<file path="src/rtl/bus_pkg.sv">
// request and response bus definitions
package bus_pkg;

  // address width in bits, byte addressed
  parameter int ADDR_W = 32;

  // data width of one bus word
  parameter int DATA_W = 32;

  // bytes per bus word, used for word index extraction
  parameter int WORD_BYTES = DATA_W / 8;

  // low address bits that select a byte inside a word
  parameter int BYTE_OFS_W = $clog2(WORD_BYTES);

  // request opcode, a single bit on the request channel
  typedef enum logic {
    OP_READ  = 1'b0,
    OP_WRITE = 1'b1
  } op_e;

endpackage
</file>
<file path="src/rtl/soc_pkg.sv">
// system configuration and address map
package soc_pkg;

  // harts plus one external master on the last index
  parameter int NUM_CORE    = 4;
  parameter int NUM_MASTERS = NUM_CORE + 1;
  parameter int EXT_MASTER  = NUM_MASTERS - 1;
  parameter int HART_ID_W   = (NUM_CORE > 1) ? $clog2(NUM_CORE) : 1;

  // slave indices, ram port doubles as the default target
  parameter int NUM_SLAVES  = 2;
  parameter int SLV_RAM     = 0;
  parameter int SLV_SCRATCH = 1;

  // scratchpad window, end address is exclusive
  parameter logic [bus_pkg::ADDR_W-1:0] SCRATCH_BASE = 32'h1000_0000;
  parameter int SCRATCH_WORDS = 256;
  parameter logic [bus_pkg::ADDR_W-1:0] SCRATCH_END =
    SCRATCH_BASE + bus_pkg::ADDR_W'(SCRATCH_WORDS * bus_pkg::WORD_BYTES);

  // each hart owns a slice of the scratchpad
  parameter int HART_WIN_WORDS = 16;

  // expected content of word idx inside the window of a hart
  function automatic logic [bus_pkg::DATA_W-1:0] hart_pattern(input int unsigned hart,
                                                              input int unsigned idx);
    return bus_pkg::DATA_W'(32'hA500_0000 + hart * 256 + idx);
  endfunction

  // byte address of word idx inside the window of a hart
  function automatic logic [bus_pkg::ADDR_W-1:0] hart_addr(input int unsigned hart,
                                                           input int unsigned idx);
    return SCRATCH_BASE +
      bus_pkg::ADDR_W'((hart * HART_WIN_WORDS + idx) * bus_pkg::WORD_BYTES);
  endfunction

endpackage

</file>
<file path="src/rtl/hart_stub.sv">
// hart stand-in, write then verify
`timescale 1ns/100ps

module hart_stub #(
  parameter int NUM_WORDS = 16
) (
  input  logic                          xtal_i,
  input  logic                          rst_i,
  input  logic [soc_pkg::HART_ID_W-1:0] hart_id_i,
  output logic                          req_valid_o,
  input  logic                          req_ready_i,
  output bus_pkg::op_e                  req_op_o,
  output logic [bus_pkg::ADDR_W-1:0]    req_addr_o,
  output logic [bus_pkg::DATA_W-1:0]    req_wdata_o,
  input  logic                          rsp_valid_i,
  output logic                          rsp_ready_o,
  input  logic [bus_pkg::DATA_W-1:0]    rsp_rdata_i,
  output logic                          done_o,
  output logic                          err_o
);

  import bus_pkg::*;
  import soc_pkg::*;

  localparam int IDX_W = $clog2(HART_WIN_WORDS);

  typedef enum logic [1:0] {
    ST_WRITE,
    ST_READ,
    ST_DONE
  } state_e;

  state_e           state_q;
  logic [IDX_W-1:0] idx_q;
  logic             req_valid_q;
  // request accepted, response not yet back
  logic             wait_q;
  logic             err_q;

  always_ff @(posedge xtal_i) begin
    if (rst_i) begin
      state_q     <= ST_WRITE;
      idx_q       <= '0;
      req_valid_q <= 1'b0;
      wait_q      <= 1'b0;
      err_q       <= 1'b0;
    end else if (state_q != ST_DONE) begin
      // one request at a time, raised when idle
      if (!req_valid_q && !wait_q) begin
        req_valid_q <= 1'b1;
      end
      if (req_valid_q && req_ready_i) begin
        req_valid_q <= 1'b0;
        wait_q      <= 1'b1;
      end
      if (wait_q && rsp_valid_i) begin
        wait_q <= 1'b0;
        // read data checked against the pattern, error is sticky
        if (state_q == ST_READ && rsp_rdata_i != req_wdata_o) begin
          err_q <= 1'b1;
        end
        if (idx_q == IDX_W'(NUM_WORDS - 1)) begin
          idx_q   <= '0;
          state_q <= (state_q == ST_WRITE) ? ST_READ : ST_DONE;
        end else begin
          idx_q <= idx_q + 1'b1;
        end
      end
    end
  end

  assign req_valid_o = req_valid_q;
  assign req_op_o    = (state_q == ST_WRITE) ? OP_WRITE : OP_READ;
  assign req_addr_o  = hart_addr(32'(hart_id_i), 32'(idx_q));
  // also the expected read value during the read phase
  assign req_wdata_o = hart_pattern(32'(hart_id_i), 32'(idx_q));
  assign rsp_ready_o = wait_q;
  assign done_o      = (state_q == ST_DONE);
  assign err_o       = err_q;

endmodule

</file>
<file path="config.mk">
export PLATFORM = sky130hd
export DESIGN_NAME = hart_stub
export DESIGN_NICKNAME = d
export VERILOG_FILES = /design/src/rtl/bus_pkg.sv /design/src/rtl/soc_pkg.sv /design/src/rtl/hart_stub.sv
export SDC_FILE = /design/constraint.sdc
export NUM_CORES = 1
export LEC_CHECK = 0
export BUFFER_PORTS_ARGS = -buffer_cell sky130_fd_sc_hd__buf_2
export CAP_MARGIN = 20
export CORE_MARGIN = 5
export CORE_UTILIZATION = 25
export CTS_BUF_LIST = sky130_fd_sc_hd__clkbuf_4
export DETAILED_ROUTE_END_ITERATION = 8
export PLACE_DENSITY = 0.69
export SYNTH_ARGS = -nofsm -noshare
export SYNTH_HDL_FRONTEND = slang
export SYNTH_SLANG_ARGS = --single-unit
</file>
<file path="constraint.sdc">
create_clock -name xtal_i -period 1.55 [get_ports xtal_i]
set_input_delay 0.31 -clock xtal_i [delete_from_list [all_inputs] [get_ports xtal_i]]
set_output_delay 0.31 -clock xtal_i [all_outputs]
set_load 0.01 [all_outputs]
</file>
==> results.md <==
| Step | Item | Value |
| --- | --- | --- |
| synthesis | Post-synth top flop | sky130_fd_sc_hd__dfxtp_1 |
| synthesis | Portion of synthesized cell area occupied by the leading cell type | 46.1% |
| clock tree | Clock transition at the registers of the reported paths | 0.06 ns |
| global route | Total track usage | 7.19% |
| timing | Worst Setup Slack, final | 0.106 ns |
| synthesis | Cells taking the most area after synthesis | sky130_fd_sc_hd__buf_4, sky130_fd_sc_hd__dfxtp_1, sky130_fd_sc_hd__xnor2_1, sky130_fd_sc_hd__nor4_1, sky130_fd_sc_hd__nor2_1 |
| synthesis | Fraction of the yosys area taken by sequential cells | 18.4% |
| route | Routed wire per std cell | 10.2 microns |
| floorplanning | Top Ports | 107 |
| floorplanning | Area inside the core boundary | 3720 sq um |
| timing | # setup viols final | 0 |
| critical path | CP Max Fanout | 7 |
| route | Drc violations | 0 |
| floorplanning | DIE AREA | 5260 sq um |
| synthesis | Number of distinct standard cells referenced by the synthesized netlist | 24 |
| timing | Max-slew violations | 0 |
| critical path | Type of origin of the critical path | flop |
| global route | Initial antenna violation count | 0 |
| critical path | Reg-to-reg critical path startpoint | idx_q[0] |
| clock tree | Buffers inserted by post-CTS timing repair | 0 |
| timing | Largest clock skew in the final design | 0.00114 ns |
| clock tree | Clock tree from TritonCTS | built |
| placement | Cell count after placement | 215 |
| hold path | Classification of the worst-slack hold path | in -> reg |
| final layout | Core occupancy in the finished layout | 29.2% |
| timing | Period utilisation layout | 93.2% |
| critical path | R2R depth | 4 |
| clock tree | Inserted Clock Buffers | 3 |
| clock tree | Clock Tree Root | sky130_fd_sc_hd__clkbuf_4 |
| timing | Maximum frequency from static timing analysis | 693 MHz |
| route | Number of optimization iterations in the first detailed-route pass | 4 |
| final layout | Area growth from synthesis to final layout | 11.0% |
| power and ir drop | Pleak | 0.000584 uW |
| critical path | Reg2Reg Setup Slack | 0.21 ns |
| synthesis | Synth warn | 0 |
| synthesis | Xor and xnor area share after synthesis | 8.07% |
| synthesis | Biggest area consumer among synthesized cells | sky130_fd_sc_hd__buf_4 |
| floorplanning | Initial core utilization | 26.3% |
| route | Via density | 3.66 |
| global route | Vias in the first global route | 672 |
| final layout | Antenna diodes | 0 |
| timing | Hold Violations, Final | 0 |
| power and ir drop | Peak VDD IR | 0.435 mV |
| outcome | Status | complete, no violations |
| hold path | Endpoint of the worst hold-timing path | idx_q[1] |
| global route | Pin count of the biggest net entering global routing | 10 |
| route | Iter 0 DRT Violations | 20 |
| route | Total number of vias | 802 |
| critical path | Worst path required time | 1.24 ns |
| synthesis | Share of synthesized cell area in full adder, half adder and majority cells | 1.28% |
| synthesis | Share of cell area taken by muxes after synthesis | 1.02% |
| critical path | Critical path class | reg -> out |
| final layout | Filler Cell Count | 417 |
| placement | Buffers added on ports | 54 |
| synthesis | EDFF count, synth | 0 |
| timing | Aggregate negative setup slack | 0 ns |
| placement | Worst slack, placed | 0.172 ns |
| synthesis | Post-synth design cell area | 977 sq um |
| placement | HPWL Detailed | 2000 microns |
| final layout | Nets | 211 |
| critical path | R2r endpoint | state_q[0] |
| synthesis | Dominant cell by count in the synthesized netlist | sky130_fd_sc_hd__buf_4 |
| floorplanning | Vertical die dimension | 72.5 microns |
| critical path | Arrival time at the worst endpoint | 1.13 ns |
| clock tree | Max clock buf depth | 2 |
| synthesis | Synth top cells by count | sky130_fd_sc_hd__buf_4, sky130_fd_sc_hd__dfxtp_1, sky130_fd_sc_hd__nor2_1, sky130_fd_sc_hd__xnor2_1 |
| floorplanning | Die width | 72.5 microns |
| synthesis | Synthesized instance count | 123 |
| final layout | Number of standard cells in the final layout excluding fillers | 219 |
| timing | Fin crit period | 1.44 ns |
| global route | Overflow left after global routing | 0 |
| final layout | Fraction of layout instances using a drive strength above 1 | 36.8% |
| route | Antenna-violating nets left | 0 |
| synthesis | Complex-gate fraction of the synthesized area | 3.97% |
| synthesis | Post-synthesis simple-gate area fraction | 19.6% |
| timing | Hold Slack | 0.338 ns |
| critical path | Critical path startpoint | state_q[1] |
| critical path | Kind of end point of the critical path | primary output |
| clock tree | Clock network latency to the later pin of the worst-skew pair | 0.26 ns |
| flow run | Max-Cap Viols | 0 |
| clock tree | Clock sinks | 9 |
| timing | RSZ-0062 raised after global routing | false |
| synthesis | Dominant combinational cell family by area after synthesis | buffers and inverters |
| placement | GPL Wtd Cong | 0.726 |
| route | Routed Wire Length | 2230 microns |
| hold path | Hold-critical path depth | 2 |
| clock tree | Number of H-tree branching levels | 1 |
| hold path | Hold wc startpoint | rst_i |
| synthesis | Synth Register Bits | 9 |
| floorplanning | Site Rows | 22 |
| global route | First-pass GRT wire length | 3030 microns |
| power and ir drop | Power density relative to cell area | 560 nW/um^2 |
| synthesis | Proportion of register bits with asynchronous set or reset after synthesis | 0% |
| synthesis | Mean instance size in the synthesized netlist | 7.94 sq um |
-- critical path: stages (launching register included) --
cell	delay, ns
sky130_fd_sc_hd__dfxtp_2	0.35
sky130_fd_sc_hd__or2b_4	0.29
sky130_fd_sc_hd__inv_4	0.10
sky130_fd_sc_hd__buf_2	0.14
-- stage by stage --
step	cell area, sq um	total power [uW]
2_1_floorplan	1160	452
3_3_place_gp	1050	410
3_5_place_dp	1050	412
4_1_cts	1080	615
5_1_grt	1080	658
6_report	1080	607
-- placed cells by master (no fill, tap or decap) --
master	netlist	routed
sky130_fd_sc_hd__a21oi_1	4	4
sky130_fd_sc_hd__a31oi_1	1	1
sky130_fd_sc_hd__buf_2	0	54
sky130_fd_sc_hd__buf_4	60	1
sky130_fd_sc_hd__clkbuf_4	0	4
sky130_fd_sc_hd__conb_1	2	52
sky130_fd_sc_hd__dfxtp_1	9	8
sky130_fd_sc_hd__dfxtp_2	0	1
sky130_fd_sc_hd__ha_1	1	1
sky130_fd_sc_hd__inv_4	0	1
sky130_fd_sc_hd__mux2i_1	1	1
sky130_fd_sc_hd__nand2_1	5	5
sky130_fd_sc_hd__nand3_1	2	2
sky130_fd_sc_hd__nand4_1	1	1
sky130_fd_sc_hd__nand4b_1	1	1
sky130_fd_sc_hd__nor2_1	7	7
sky130_fd_sc_hd__nor3_1	5	5
sky130_fd_sc_hd__nor3b_1	2	2
sky130_fd_sc_hd__nor4_1	5	5
sky130_fd_sc_hd__nor4b_1	2	2
sky130_fd_sc_hd__nor4b_4	1	1
sky130_fd_sc_hd__o21ai_0	1	1
sky130_fd_sc_hd__o21bai_1	1	1
sky130_fd_sc_hd__or2b_4	0	1
sky130_fd_sc_hd__xnor2_1	7	7
sky130_fd_sc_hd__xor2_1	2	2
-- cells by family (layout without fill, tap and decap cells) --
group	count (synthesis)	after routing
other cells	2	52
mux	1	1
flops	9	9
simple gates	32	32
xor+xnor	9	9
buf+inv	62	60
compound gates	7	7
fa+ha+maj	1	1
-- flip-flops by register name, indices dropped and copies added, names as in the netlist --
signal and cells:
req_valid_o 1, idx_q 4, err_o 1, state_q 2, rsp_ready_o 1
-- power by group --
part | total (uW) | switching [uW] | leakage [uW] | internal (uW)
Combinational | 163 | 103 | 0.000492 | 59.8
Clock | 197 | 80.8 | 0.0000184 | 117
Sequential | 247 | 8.42 | 0.0000736 | 238
Total | 607 | 193 | 0.000584 | 415
-- worst max path at each step --
stage,to,cells after the start
2_1_floorplan,state_q[0],4
3_3_place_gp,state_q[0],4
3_5_place_dp,state_q[0],4
4_1_cts,done_o,3
5_1_grt,done_o,3
6_report,done_o,3
-- layout make-up --
class	count	area, sq um	area share, %
multi-input combinational	102	529	48.8
tap	48	60.1	5.54
timing repair buffer	55	278	25.6
clock buffer	4	30.0	2.77
inverter	1	6.26	0.577
sequential	9	181	16.7
-- routing by layer --
metal  up-vias  GRT usage, %  wire length [microns]
met5         -             0                      0
met4         0         0.615                      0
met3         0          2.77                    346
met2        60          12.4                   1070
met1       348          8.75                    806
li1        394             -                      -
-- repair_timing --
item	CTS	global route
setup endpoints to repair	1	1
hold buffers	0	0
gates resized for setup	2	1
endpoints found under the hold margin	0	0
pin swaps	0	0
Power figures use the tool's default switching activity.
